==> src/design/instr_decode_pkg.sv <==
`default_nettype none

package instr_decode_pkg;

	// basic widths
	localparam int INSTR_WIDTH = 32;
	localparam int IMM_WIDTH = 64;
	localparam int REG_IDX_WIDTH = 4;
	localparam int OPER_WIDTH = 4;
	localparam int NUM_REGS = 1 << REG_IDX_WIDTH;

	typedef logic [INSTR_WIDTH-1:0] instr_t;
	typedef logic [REG_IDX_WIDTH-1:0] reg_idx_t;
	typedef logic [OPER_WIDTH-1:0] oper_t;
	typedef logic [IMM_WIDTH-1:0] imm_t;

	// codes 4 to 7 decode as no-ops
	typedef enum logic [2:0] {
		group_alu    = 3'd0,
		group_branch = 3'd1,
		group_load   = 3'd2,
		group_store  = 3'd3
	} group_t;

	typedef enum logic [1:0] {
		stall_none       = 2'd0,
		stall_ends_in_ex = 2'd1,
		stall_ends_in_wb = 2'd2
	} stall_type_t;

	// fields shared by every group
	localparam int GROUP_MSB = 31;
	localparam int GROUP_LSB = 29;
	localparam int RA_MSB = 28;
	localparam int RA_LSB = 25;

	// alu, load and store layout
	localparam int RB_MSB = 24;
	localparam int RB_LSB = 21;
	localparam int RC_MSB = 20;
	localparam int RC_LSB = 17;
	localparam int OPER_MSB = 16;
	localparam int OPER_LSB = 13;
	localparam int SIMM12_MSB = 11;

	// branch layout
	localparam int BR_OPER_MSB = 24;
	localparam int BR_OPER_LSB = 21;
	localparam int SIMM20_MSB = 19;

	// alu opers, 0 to 12 valid
	localparam oper_t ALU_OPER_LAST = 4'd12;
	localparam oper_t oper_div = 4'd6;
	localparam oper_t oper_shl = 4'd8;
	localparam oper_t oper_shr = 4'd9;
	localparam oper_t oper_not = 4'd11;
	localparam oper_t oper_bad_alu = 4'd15;

	localparam oper_t oper_bnz = 4'd0;
	localparam oper_t oper_bzo = 4'd1;
	localparam oper_t oper_jmp = 4'd2;

	// 0 to 7 plus the f16 variant are valid
	localparam oper_t oper_ld_f16 = 4'd8;
	localparam oper_t oper_st_f16 = 4'd8;

	// flow control
	localparam int QUEUE_DEPTH = 4;
	localparam int QUEUE_PTR_WIDTH = $clog2(QUEUE_DEPTH);
	localparam int QUEUE_CNT_WIDTH = $clog2(QUEUE_DEPTH + 1);
	localparam int EXEC_CREDITS = 2;
	localparam int CREDIT_CNT_WIDTH = $clog2(EXEC_CREDITS + 1);

	typedef logic [QUEUE_PTR_WIDTH-1:0] q_ptr_t;
	typedef logic [QUEUE_CNT_WIDTH-1:0] q_cnt_t;
	typedef logic [CREDIT_CNT_WIDTH-1:0] credit_cnt_t;

	typedef enum logic {
		st_run         = 1'b0,
		st_branch_wait = 1'b1
	} ctrl_state_t;

endpackage

`default_nettype wire
==> src/design/decoded_instr_if.sv <==
`default_nettype none

interface decoded_instr_if;

	instr_decode_pkg::group_t      group;
	instr_decode_pkg::oper_t       oper;
	instr_decode_pkg::reg_idx_t    ra;
	instr_decode_pkg::reg_idx_t    rb;
	instr_decode_pkg::reg_idx_t    rc;
	instr_decode_pkg::imm_t        imm;
	logic                          nop;
	instr_decode_pkg::stall_type_t stall_type;
	// alu op that ignores the operand size
	logic                          forced_64;

	modport dec (
		output group,
		output oper,
		output ra,
		output rb,
		output rc,
		output imm,
		output nop,
		output stall_type,
		output forced_64
	);

	modport ctrl (
		input group,
		input oper,
		input ra,
		input rb,
		input rc,
		input imm,
		input nop,
		input stall_type,
		input forced_64
	);

endinterface

`default_nettype wire

==> src/design/decode_stage_top.sv <==
`default_nettype none

module decode_stage_top (
	input  logic                       clk,
	input  logic                       arst_n,

	// fetch side
	input  logic                       in_valid,
	input  instr_decode_pkg::instr_t   in_instr,
	output logic                       in_credit,

	// execute side
	output logic                       out_valid,
	output instr_decode_pkg::group_t   out_group,
	output instr_decode_pkg::oper_t    out_oper,
	output instr_decode_pkg::reg_idx_t out_ra,
	output instr_decode_pkg::reg_idx_t out_rb,
	output instr_decode_pkg::reg_idx_t out_rc,
	output instr_decode_pkg::imm_t     out_imm,
	output logic                       out_forced_64,
	input  logic                       exec_credit,
	input  logic                       branch_done,
	input  logic                       wb_valid,
	input  instr_decode_pkg::reg_idx_t wb_idx
);

	logic                     pop;
	logic                     head_valid;
	instr_decode_pkg::instr_t head_instr;
	logic                     hazard;
	logic                     set_en;

	decoded_instr_if dec_if ();

	instr_queue u_instr_queue (
		.clk        (clk),
		.arst_n     (arst_n),
		.in_valid   (in_valid),
		.in_instr   (in_instr),
		.pop        (pop),
		.head_valid (head_valid),
		.head_instr (head_instr),
		.in_credit  (in_credit)
	);

	instr_decoder u_instr_decoder (
		.instr (head_instr),
		.dec   (dec_if.dec)
	);

	// the head's ra is the register an issued instruction will write
	reg_scoreboard u_reg_scoreboard (
		.clk      (clk),
		.arst_n   (arst_n),
		.set_en   (set_en),
		.set_idx  (dec_if.ra),
		.wb_valid (wb_valid),
		.wb_idx   (wb_idx),
		.ra       (dec_if.ra),
		.rb       (dec_if.rb),
		.rc       (dec_if.rc),
		.hazard   (hazard)
	);

	issue_ctrl u_issue_ctrl (
		.clk           (clk),
		.arst_n        (arst_n),
		.head_valid    (head_valid),
		.dec           (dec_if.ctrl),
		.hazard        (hazard),
		.exec_credit   (exec_credit),
		.branch_done   (branch_done),
		.pop           (pop),
		.set_en        (set_en),
		.out_valid     (out_valid),
		.out_group     (out_group),
		.out_oper      (out_oper),
		.out_ra        (out_ra),
		.out_rb        (out_rb),
		.out_rc        (out_rc),
		.out_imm       (out_imm),
		.out_forced_64 (out_forced_64)
	);

endmodule

`default_nettype wire

==> src/design/issue_ctrl.sv <==
`default_nettype none

module issue_ctrl (
	input  logic                          clk,
	input  logic                          arst_n,
	input  logic                          head_valid,
	decoded_instr_if.ctrl                 dec,
	input  logic                          hazard,
	input  logic                          exec_credit,
	input  logic                          branch_done,
	output logic                          pop,
	output logic                          set_en,
	output logic                          out_valid,
	output instr_decode_pkg::group_t      out_group,
	output instr_decode_pkg::oper_t       out_oper,
	output instr_decode_pkg::reg_idx_t    out_ra,
	output instr_decode_pkg::reg_idx_t    out_rb,
	output instr_decode_pkg::reg_idx_t    out_rc,
	output instr_decode_pkg::imm_t        out_imm,
	output logic                          out_forced_64
);

	instr_decode_pkg::ctrl_state_t state;
	instr_decode_pkg::ctrl_state_t state_nxt;
	instr_decode_pkg::credit_cnt_t credits;
	logic                          running;
	logic                          issue;
	logic                          drop;

	assign running = (state == instr_decode_pkg::st_run);

	assign issue = head_valid && !dec.nop && running && (credits != '0) && !hazard;
	assign drop = head_valid && dec.nop && running;
	assign pop = issue || drop;

	// alu and load results go back to a register
	assign set_en = issue && ((dec.group == instr_decode_pkg::group_alu)
		|| (dec.group == instr_decode_pkg::group_load));

	always_comb
	begin
		state_nxt = state;
		case (state)
		instr_decode_pkg::st_run:
		begin
			// only branches end in ex
			if (issue && (dec.stall_type == instr_decode_pkg::stall_ends_in_ex))
				state_nxt = instr_decode_pkg::st_branch_wait;
		end
		instr_decode_pkg::st_branch_wait:
		begin
			if (branch_done)
				state_nxt = instr_decode_pkg::st_run;
		end
		default: state_nxt = instr_decode_pkg::st_run;
		endcase
	end

	always_ff @(posedge clk or negedge arst_n)
	begin
		if (!arst_n)
		begin
			state <= instr_decode_pkg::st_run;
			credits <= instr_decode_pkg::credit_cnt_t'(instr_decode_pkg::EXEC_CREDITS);
			out_valid <= 1'b0;
		end
		else
		begin
			state <= state_nxt;
			case ({exec_credit, issue})
			2'b10: credits <= credits + 1'b1;
			2'b01: credits <= credits - 1'b1;
			default: credits <= credits;
			endcase
			out_valid <= issue;
		end
	end

	// payload only moves on issue
	always_ff @(posedge clk)
	begin
		if (issue)
		begin
			out_group <= dec.group;
			out_oper <= dec.oper;
			out_ra <= dec.ra;
			out_rb <= dec.rb;
			out_rc <= dec.rc;
			out_imm <= dec.imm;
			out_forced_64 <= dec.forced_64;
		end
	end

endmodule

`default_nettype wire

==> src/design/reg_scoreboard.sv <==
`default_nettype none

module reg_scoreboard (
	input  logic                       clk,
	input  logic                       arst_n,
	input  logic                       set_en,
	input  instr_decode_pkg::reg_idx_t set_idx,
	input  logic                       wb_valid,
	input  instr_decode_pkg::reg_idx_t wb_idx,
	input  instr_decode_pkg::reg_idx_t ra,
	input  instr_decode_pkg::reg_idx_t rb,
	input  instr_decode_pkg::reg_idx_t rc,
	output logic                       hazard
);

	logic [instr_decode_pkg::NUM_REGS-1:0] pending;
	logic [instr_decode_pkg::NUM_REGS-1:0] clr_mask;
	logic [instr_decode_pkg::NUM_REGS-1:0] live;

	always_comb
	begin
		clr_mask = '0;
		if (wb_valid)
			clr_mask[wb_idx] = 1'b1;
	end

	// a write landing this cycle already counts as done
	assign live = pending & ~clr_mask;
	assign hazard = live[ra] | live[rb] | live[rc];

	always_ff @(posedge clk or negedge arst_n)
	begin
		if (!arst_n)
			pending <= '0;
		else
		begin
			pending <= live;
			// a new writer wins over a writeback to the same register
			if (set_en)
				pending[set_idx] <= 1'b1;
		end
	end

endmodule

`default_nettype wire

==> src/design/instr_decoder.sv <==
`default_nettype none

module instr_decoder (
	input  instr_decode_pkg::instr_t instr,
	decoded_instr_if.dec             dec
);

	instr_decode_pkg::group_t   grp;
	instr_decode_pkg::oper_t    alu_oper;
	instr_decode_pkg::oper_t    br_oper;
	instr_decode_pkg::reg_idx_t ra_field;
	instr_decode_pkg::imm_t     simm12_ext;
	instr_decode_pkg::imm_t     simm20_ext;

	assign grp = instr_decode_pkg::group_t'(
		instr[instr_decode_pkg::GROUP_MSB:instr_decode_pkg::GROUP_LSB]);
	assign alu_oper = instr[instr_decode_pkg::OPER_MSB:instr_decode_pkg::OPER_LSB];
	assign br_oper = instr[instr_decode_pkg::BR_OPER_MSB:instr_decode_pkg::BR_OPER_LSB];
	assign ra_field = instr[instr_decode_pkg::RA_MSB:instr_decode_pkg::RA_LSB];

	// top bit of the field copied up to 64 bits
	assign simm12_ext = {
		{(instr_decode_pkg::IMM_WIDTH - instr_decode_pkg::SIMM12_MSB - 1)
			{instr[instr_decode_pkg::SIMM12_MSB]}},
		instr[instr_decode_pkg::SIMM12_MSB:0]};
	assign simm20_ext = {
		{(instr_decode_pkg::IMM_WIDTH - instr_decode_pkg::SIMM20_MSB - 1)
			{instr[instr_decode_pkg::SIMM20_MSB]}},
		instr[instr_decode_pkg::SIMM20_MSB:0]};

	assign dec.group = grp;
	assign dec.ra = ra_field;

	assign dec.forced_64 = (grp == instr_decode_pkg::group_alu)
		&& ((alu_oper == instr_decode_pkg::oper_div)
		|| (alu_oper == instr_decode_pkg::oper_shl)
		|| (alu_oper == instr_decode_pkg::oper_shr)
		|| (alu_oper == instr_decode_pkg::oper_not));

	always_comb
	begin
		dec.oper = alu_oper;
		dec.rb = instr[instr_decode_pkg::RB_MSB:instr_decode_pkg::RB_LSB];
		dec.rc = instr[instr_decode_pkg::RC_MSB:instr_decode_pkg::RC_LSB];
		dec.imm = simm12_ext;
		dec.nop = 1'b1;
		dec.stall_type = instr_decode_pkg::stall_none;

		case (grp)
		instr_decode_pkg::group_alu:
		begin
			// 13 and 14 are unassigned as well
			dec.nop = (alu_oper == instr_decode_pkg::oper_bad_alu)
				|| (alu_oper > instr_decode_pkg::ALU_OPER_LAST);
		end
		instr_decode_pkg::group_branch:
		begin
			dec.oper = br_oper;
			// no rb or rc here, so only ra is looked up
			dec.rb = ra_field;
			dec.rc = ra_field;
			dec.imm = simm20_ext;
			dec.nop = !((br_oper == instr_decode_pkg::oper_bnz)
				|| (br_oper == instr_decode_pkg::oper_bzo)
				|| (br_oper == instr_decode_pkg::oper_jmp));
			dec.stall_type = instr_decode_pkg::stall_ends_in_ex;
		end
		instr_decode_pkg::group_load:
		begin
			dec.nop = alu_oper[3] && (alu_oper != instr_decode_pkg::oper_ld_f16);
			dec.stall_type = instr_decode_pkg::stall_ends_in_wb;
		end
		instr_decode_pkg::group_store:
		begin
			dec.nop = alu_oper[3] && (alu_oper != instr_decode_pkg::oper_st_f16);
			dec.stall_type = instr_decode_pkg::stall_ends_in_wb;
		end
		default:
		begin
			dec.oper = '0;
			dec.imm = '0;
		end
		endcase
	end

endmodule

`default_nettype wire

==> src/design/instr_queue.sv <==
`default_nettype none

module instr_queue (
	input  logic                     clk,
	input  logic                     arst_n,
	input  logic                     in_valid,
	input  instr_decode_pkg::instr_t in_instr,
	input  logic                     pop,
	output logic                     head_valid,
	output instr_decode_pkg::instr_t head_instr,
	output logic                     in_credit
);

	instr_decode_pkg::instr_t mem [instr_decode_pkg::QUEUE_DEPTH];
	instr_decode_pkg::q_ptr_t wr_ptr;
	instr_decode_pkg::q_ptr_t rd_ptr;
	instr_decode_pkg::q_cnt_t count;
	logic                     do_pop;

	function automatic instr_decode_pkg::q_ptr_t ptr_inc(input instr_decode_pkg::q_ptr_t p);
		if (p == instr_decode_pkg::q_ptr_t'(instr_decode_pkg::QUEUE_DEPTH - 1))
			return '0;
		return p + 1'b1;
	endfunction

	assign head_valid = (count != '0);
	assign head_instr = mem[rd_ptr];
	assign do_pop = pop && head_valid;

	// fetch only sends with a credit, so there is always room
	always_ff @(posedge clk)
	begin
		if (in_valid)
			mem[wr_ptr] <= in_instr;
	end

	always_ff @(posedge clk or negedge arst_n)
	begin
		if (!arst_n)
		begin
			wr_ptr <= '0;
			rd_ptr <= '0;
			count <= '0;
			in_credit <= 1'b0;
		end
		else
		begin
			if (in_valid)
				wr_ptr <= ptr_inc(wr_ptr);
			if (do_pop)
				rd_ptr <= ptr_inc(rd_ptr);

			case ({in_valid, do_pop})
			2'b10: count <= count + 1'b1;
			2'b01: count <= count - 1'b1;
			default: count <= count;
			endcase

			// one credit back per word leaving, issued or dropped
			in_credit <= do_pop;
		end
	end

endmodule

`default_nettype wire

==> config.mk <==
export PLATFORM = sky130hd
export DESIGN_NAME = decode_stage_top
export DESIGN_NICKNAME = d
export VERILOG_FILES = /design/src/design/instr_decode_pkg.sv /design/src/design/decoded_instr_if.sv /design/src/design/decode_stage_top.sv /design/src/design/issue_ctrl.sv /design/src/design/reg_scoreboard.sv /design/src/design/instr_decoder.sv /design/src/design/instr_queue.sv
export SDC_FILE = /design/constraint.sdc
export NUM_CORES = 1
export LEC_CHECK = 0
export BUFFER_PORTS_ARGS = -buffer_cell sky130_fd_sc_hd__buf_2
export CORE_AREA = 2 2 140 142
export CTS_CLUSTER_DIAMETER = 150
export DETAILED_ROUTE_END_ITERATION = 8
export DIE_AREA = 0 0 142 144
export HOLD_SLACK_MARGIN = 0.15
export PLACE_DENSITY = 0.79
export RECOVER_POWER = 50
export SETUP_SLACK_MARGIN = 0.3
export SYNTH_ARGS = -nofsm -noshare
export SYNTH_HDL_FRONTEND = slang
export SYNTH_HIERARCHICAL = 1
export SYNTH_SLANG_ARGS = --single-unit
==> constraint.sdc <==
create_clock -name clk -period 5.9 [get_ports clk]
set_clock_uncertainty 0.05 [all_clocks]
set_input_delay 0.295 -clock clk [delete_from_list [all_inputs] [get_ports clk]]
set_output_delay 0.295 -clock clk [all_outputs]
set_load 0.02 [all_outputs]
# [Word-level counts from Yosys, hierarchy flattened]
# Memory sizes are Yosys's and may differ from the RTL's.
# Cells that the tools add are included.
# Widths: inputs -> output; s select.
[classes] n_addsub=6 magnitude_cmp=7 eq_ne=18 mux=33 n_bitwise=6 reduce_logical=32
[op_table] cell="$pmux 64 s2" n=1
[op_table] cell="$mux 16" n=2
[op_table] cell="$lt 4x5->1 const B" n=4
[op_table] cell="$and 16x16->16" n=1
[op_table] cell="$eq 4x4->1 const B" n=4
[op_table] cell="$not 16->16" n=1
[op_table] cell="$or 16x16->16" n=1
[op_table] cell="$logic_and 1x1->1" n=13
[op_table] cell="$mux 1" n=13
[op_table] cell="$bmux 1 s4" n=3
[op_table] cell="$demux 1 s4" n=2
[op_table] cell="$eq 2x2->1 const B" n=4
[op_table] cell="$ge 4x1->1 const B" n=2
[op_table] cell="$logic_or 1x1->1" n=8
[op_table] cell="$mux 2" n=4
[op_table] cell="$mux 4" n=2
[op_table] cell="$pmux 2 s2" n=2
[op_table] cell="$pmux 4 s2" n=1
[op_table] cell="$add 2x1->2 const B" n=3
[op_table] cell="$eq 2x1->1 const B" n=3
[op_table] cell="$eq 3x2->1 const B" n=2
[op_table] cell="$pmux 3 s2" n=1
[op_table] cell="$reduce_bool 2->1" n=3
[op_table] cell="$eq 4x1->1 const B" n=1
[op_table] cell="18 further kinds" n=21
[word_totals] reg_bits=112 mem_bits_rw=128 input_bits=42 output_inout_bits=86 wordCells=118 memories=1
[memory_table] memory="u_instr_queue.mem" words=4 word_bits=32 read_ports=1 rd_clocked_by_memory_dff=0 wr=1 line="instr_queue.sv:14" rtl="instr_decode_pkg::instr_t mem [instr_decode_pkg::QUEUE_DEPTH];"

# [Longest topological paths before layout]
[depth] depth_word=17 mapped_depth=25 ltp_nobuf=20

# [Cells and area by module]
# Netlist, hierarchy kept.
[by_module_without_submodules] mod="instr_queue" instances=1 cells_each=208 area_each_um2=5119.9 seq_area_each_um2=4043.9
[by_module_without_submodules] mod="issue_ctrl" instances=1 cells_each=104 area_each_um2=2740.1 seq_area_each_um2=2623.8
[by_module_without_submodules] mod="reg_scoreboard" instances=1 cells_each=135 area_each_um2=1244.9 seq_area_each_um2=400.4
[by_module_without_submodules] mod="instr_decoder" instances=1 cells_each=108 area_each_um2=819.5 seq_area_each_um2=0.0

# [Least setup slack after synthesis]
# No wires, ideal clock.
[synth_timing] path_kind="reg-to-reg" start="reg u_instr_queue.rd_ptr[0]" end="reg u_issue_ctrl.credits[1]" arrival_ns=6.356 slack_ns=-0.581 path_stages_with_launch=21 n_path_buf=5 synth_period_minus_slack_ns=6.481 path_cell_list="dfrtp_1 -> buf_6 -> buf_12 -> mux4_2 -> nor2b_1 -> buf_6 -> nor2b_4 -> buf_6 -> mux2_1 -> buf_6 -> xnor2_1 -> a31oi_1 -> or3b_2 -> o311a_1 -> a311oi_2 -> nand3_1 -> or4_4 -> inv_1 -> ha_1 -> nor2_1 -> xor2_1"
[synth_lines] element="start, declared" line="instr_queue.sv:16" rtl="instr_decode_pkg::q_ptr_t rd_ptr;"
[synth_lines] element="start signal, assigned" line="instr_queue.sv:51" rtl="rd_ptr <= ptr_inc(rd_ptr);"
[synth_lines] element="$mem_v2 4x32 *"
[synth_lines] element="net head_instr[30]" line="decode_stage_top.sv:29" rtl="instr_decode_pkg::instr_t head_instr;"
[synth_lines] element="$eq 3x1->1 *" line="instr_decoder.sv:49" rtl="case (grp)"
[synth_lines] element="$mux 4 *" line="instr_decoder.sv:49"
[synth_lines] element="net dec_if.rc[0]" line="decoded_instr_if.sv:9" rtl="instr_decode_pkg::reg_idx_t rc;"
[synth_lines] element="$bmux 1 s4 *" line="reg_scoreboard.sv:29" rtl="assign hazard = live[ra] | live[rb] | live[rc];"
[synth_lines] element="$mux 1 (implied by the code) *" line="reg_scoreboard.sv:29"
[synth_lines] element="$or 1x1->1 *" line="reg_scoreboard.sv:29"
[synth_lines] element="net hazard" line="decode_stage_top.sv:30" rtl="logic hazard;"
[synth_lines] element="$logic_not 1->1 *" line="issue_ctrl.sv:32" rtl="assign issue = head_valid && !dec.nop && running && (credits != '0) && !hazard;"
[synth_lines] element="$logic_and 1x1->1 *" line="issue_ctrl.sv:32"
[synth_lines] element="net u_issue_ctrl.issue" line="issue_ctrl.sv:27" rtl="logic issue;"
[synth_lines] element="$eq 2x1->1 or $eq 2x2->1 (tied branches)" line="issue_ctrl.sv:70" rtl="case ({exec_credit, issue})"
[synth_lines] element="$pmux 2 s2 or $reduce_bool 2->1 (tied branches)"
[synth_lines] element="end signal, assigned" line="issue_ctrl.sv:71" rtl="2'b10: credits <= credits + 1'b1;"
[synth_lines] element="end signal, assigned" line="issue_ctrl.sv:72" rtl="2'b01: credits <= credits - 1'b1;"
[synth_lines] element="end signal, assigned" line="issue_ctrl.sv:73" rtl="default: credits <= credits;"
[synth_lines] element="end, declared" line="issue_ctrl.sv:25" rtl="instr_decode_pkg::credit_cnt_t credits;"
# The timed path passes the listed nets; every way through them passes the cells marked *. The select of a mux whose other input is x is not followed.
# A chain may end at the register's enable or synchronous reset.

# [Worst setup path in the final report]
[layout_timing] start="reg u_instr_queue.rd_ptr[0]" end="reg u_reg_scoreboard/pending[0] (netlist bit)"
[layout_lines] element="$mem_v2 4x32"
[layout_lines] element="net head_instr[25]" line="decode_stage_top.sv:29"
[layout_lines] element="$mux 4" line="instr_decoder.sv:49"
[layout_lines] element="net dec_if.rc[0]" line="decoded_instr_if.sv:9"
[layout_lines] element="$bmux 1 s4" line="reg_scoreboard.sv:29"
[layout_lines] element="$mux 1 (implied by the code)" line="reg_scoreboard.sv:29"
[layout_lines] element="$or 1x1->1" line="reg_scoreboard.sv:29"
[layout_lines] element="net hazard" line="decode_stage_top.sv:30"
[layout_lines] element="$logic_not 1->1" line="issue_ctrl.sv:32"
[layout_lines] element="$logic_and 1x1->1" line="issue_ctrl.sv:32"
[layout_lines] element="$logic_and 1x1->1" line="issue_ctrl.sv:37" rtl="assign set_en = issue && ((dec.group == instr_decode_pkg::group_alu)"
[layout_lines] element="net set_en" line="decode_stage_top.sv:31" rtl="logic set_en;"
[layout_lines] element="$mux 16" line="reg_scoreboard.sv:39" rtl="if (set_en)"
[layout_lines] element="end signal, assigned" line="reg_scoreboard.sv:37" rtl="pending <= live;"
[layout_lines] element="end, declared" line="reg_scoreboard.sv:16" rtl="logic [instr_decode_pkg::NUM_REGS-1:0] pending;"
# The timed path passes the listed nets, and every way through them passes these cells. The select of a mux whose other input is x is not followed.

==> impl_metrics.toml <==
[synth]
async_flop_share_pct = 11.67
synth_common_cells = "edfxtp_1 (212), buf_4 (51), mux4_2 (30), dfrtp_1 (27), o21ai_0 (26)"
synth_edf_count = 212
synth_area_per_cell_um2 = 17.88
synth_largest_area_cell = "edfxtp_1"
synth.distinct_cells = 69
synth_seq_cells = 240
synth_most_common_cell = "edfxtp_1"
yosysSeqAreaShare_pct = 71.22
yosys_most_used_dff = "edfxtp_1"
ys_top_cells_by_area = "edfxtp_1 (64%), dfrtp_1 (6.8%), mux4_2 (6.8%)"
synth_nets = 605
syn_area_mm2 = 0.009925
ys_warn_count = 6
synthCells = 555
yosys.area.top_type_share_pct = 64.15

[worst_setup_path]
r2r_setup_slack_ps = 640
cp.required_ps = 6260
critPathMaxFanout = 22
startpoint_type = "register"
crit_arrival_ps = 5620
cp-end-kind = "register"
critPathKind = "reg2reg"
path_cells = "buf_4 > mux4_2 > mux2_1 > xnor2_1 > a31oi_1 > or3b_2 > o311a_1 > a311oi_2 > nand3_1 > or4_4 > nor3_2 > or3b_2 > o21ai_0"
critPathMaxStageDelay_ps = 780
cp_slowest_cell = "mux4_2"
critPathMostFrequentCell = "or3b_2"

[placed_design]
dp.final_hpwl_um = 12270
preCtsSetupSlack_ps = 587.3
gp_congestion = 0.8378
portBuffers = 127

[power]
swShare_pct = 36.01
p_int_mw = 4.362
power_switching_mw = 2.454
power.density_mw_per_mm2 = 598.2
clkPwrFrac_pct = 21.4
seq_power_share_pct = 41.1
leakage_nw = 3.917
peakVddDrop_v = 0.0003437
pwr-share-comb_pct = 37.5

[global_route]
grt_use_total_pct = 19.06
antenna_found_initial = 0
grt_pass1_vias = 5295
gr-total-overflow = 0
grt_max_degree = 84
grt_pass1_wl_um = 29930

[routing]
wl_per_cell_um = 20.41
drc = 0
drt_wl_total_um = 19220
drtIter0Drc = 460
postRouteAntennaNets = 0
drt-pass1-iter-count = 6
vias = 5243
vias_per_cell = 5.566

[floorplanning]
num_io_pins = 128
rows = 51
die_w_um = 142
design.die.area_mm2 = 0.02045
start_util_pct = 52.02
core_mm2 = 0.01908
die_height_um = 144

[sta]
hold_viol_final = 0
maxSlewViolCount = 95
rsz0062_at_grt = "no"
worst_pin_slew_ps = 2144
setup_viol = 0
slew_headroom_pct = -42.97
finalWorstSetupSlack_ps = 641.8
fmax_mhz = 190.2
fin_crit_sh_pct = 89.12
post-route-min-period_ps = 5258
finalSetupTns_ps = 0

[flow_run]
max-cap-violations = 3

[clocking]
clk_latency_ps = 520
clk_pin_slew_worst_paths_ps = 60
clockBufferDepth = 3
post-cts-setup-buffers = 0
clock-root-buffer = "clkbuf_16"
numCtsBuffers = 24
tritoncts = "built"
clkSinkCount = 240
h-tree-depth = 1

[worst_hold_path]
hold_path_class = "in2reg"

[status]
status = "finished, violations left"
violations = "max-capacitance violations, max-slew violations"

[layout]
syn_to_final_growth_pct = 14.81
final_nets = 736
layout-drive-gt1-share_pct = 15.20
fill_cells = 1416
n_antenna_cell = 0
logic make-up after synthesis:
logic type | after synthesis | share of synthesized area (%)
compound gates | 69 | 4.778
xor+xnor | 8 | 0.7060
fa+ha+maj | 8 | 1.084
buf+inv | 81 | 5.913
flops | 240 | 71.22
mux | 61 | 10.92
simple gates | 88 | 5.384
state kept, by name, indices dropped and copies added (netlist names), 2 cells and up:
register	count
u_instr_queue/count	3
u_instr_queue/mem	128
u_instr_queue/rd_ptr	2
u_instr_queue/wr_ptr	2
u_issue_ctrl/credits	2
u_issue_ctrl/out_group	3
u_issue_ctrl/out_imm	64
u_issue_ctrl/out_oper	4
u_issue_ctrl/out_ra	4
u_issue_ctrl/out_rb	4
u_issue_ctrl/out_rc	4
u_reg_scoreboard/pending	16
power by group through the flow:
stage | registers (mW) | clock network (mW) | logic [mW]
global placement | 2.80 | 0 | 2.55
floorplan | 3.15 | 0 | 1.94
global route | 2.85 | 1.55 | 2.75
detailed placement | 2.82 | 0 | 2.62
finish | 2.80 | 1.46 | 2.56
CTS | 2.79 | 1.49 | 2.64
cells in the final DEF (no fill, tap or decap), drive strengths merged, types with 4 or more instances in the layout:
| cell | count |
|---|---|
| edfxtp | 212 |
| clkbuf | 155 |
| dlygate4sd3 | 36 |
| mux4 | 35 |
| o21ai | 33 |
| dfrtp | 27 |
| nor2b | 20 |
| buf | 17 |
| mux2i | 16 |
| nor2 | 14 |
| inv | 12 |
| nand2 | 11 |
| nand2b | 10 |
| mux2 | 10 |
| a21o | 8 |
| ha | 7 |
| clkinv | 7 |
| xnor2 | 5 |
| nand3 | 4 |
| nand3b | 4 |
| a32oi | 4 |
| and2 | 4 |
| nor3 | 4 |
worst max-delay path, delay by kind of cell (launching register included):
family,cells,cell delay (ps)
simple gates,5,1970
mux,2,1330
compound gates,4,720
flops,1,430
buf+inv,1,430
xor+xnor,1,200
layer usage:
metal | share of wire, % | wire [µm] | vias to the layer above | GRT usage (%)
li1 | - | - | 2366 | -
met1 | 40 | 7764 | 2635 | 24.79
met2 | 51 | 9863 | 208 | 33.69
met3 | 5.8 | 1106 | 34 | 2.947
met4 | 2.5 | 489 | 0 | 5.368
met5 | 0 | 0 | - | 0
area by class of cell:
type | instances | area [µm²] | area share (%)
clock buffer | 34 | 678.2 | 5.951
clock inverter | 10 | 92.59 | 0.8126
sequential | 240 | 7068 | 62.03
inverter | 12 | 48.80 | 0.4282
timing repair buffer | 174 | 934.6 | 8.202
tap | 238 | 297.8 | 2.613
multi-input combinational | 234 | 2275 | 19.96
what timing repair did:
item,CTS,global route
resized for setup,0,1
hold endpoints to repair,160,0
hold buffers,36,0
setup endpoints to repair,0,3
final timing paths:
check / endpoint / from / cells past startpoint
max: u_reg_scoreboard/pending[0] / u_instr_queue/rd_ptr[0] / 13
min: u_reg_scoreboard/pending[2] / wb_idx[3] / 4
max reg2reg: u_reg_scoreboard/pending[0] / u_instr_queue/rd_ptr[0] / 13
min reg2reg: u_instr_queue/count[2] / u_instr_queue/count[2] / 1
max in group asynchronous: u_issue_ctrl/out_valid / arst_n / 2
min in group asynchronous: u_issue_ctrl/credits[0] / arst_n / 2
through the flow:
step / util [%] / area, µm² / std cells / hold WS [ps] / power [mW]
2_1_floorplan: - / 9928 / 555 / -50.59 / 5.090
6_report: 59.72 / 11390 / 942 / 244.2 / 6.817
3_3_place_gp: 54.59 / 10420 / 862 / 291.4 / 5.345
5_1_grt: 59.72 / 11390 / 942 / 258.0 / 7.150
3_5_place_dp: 54.59 / 10420 / 862 / 314.0 / 5.434
4_1_cts: 60.52 / 11550 / 942 / 215.9 / 6.916
Power figures use the tool's default switching activity.
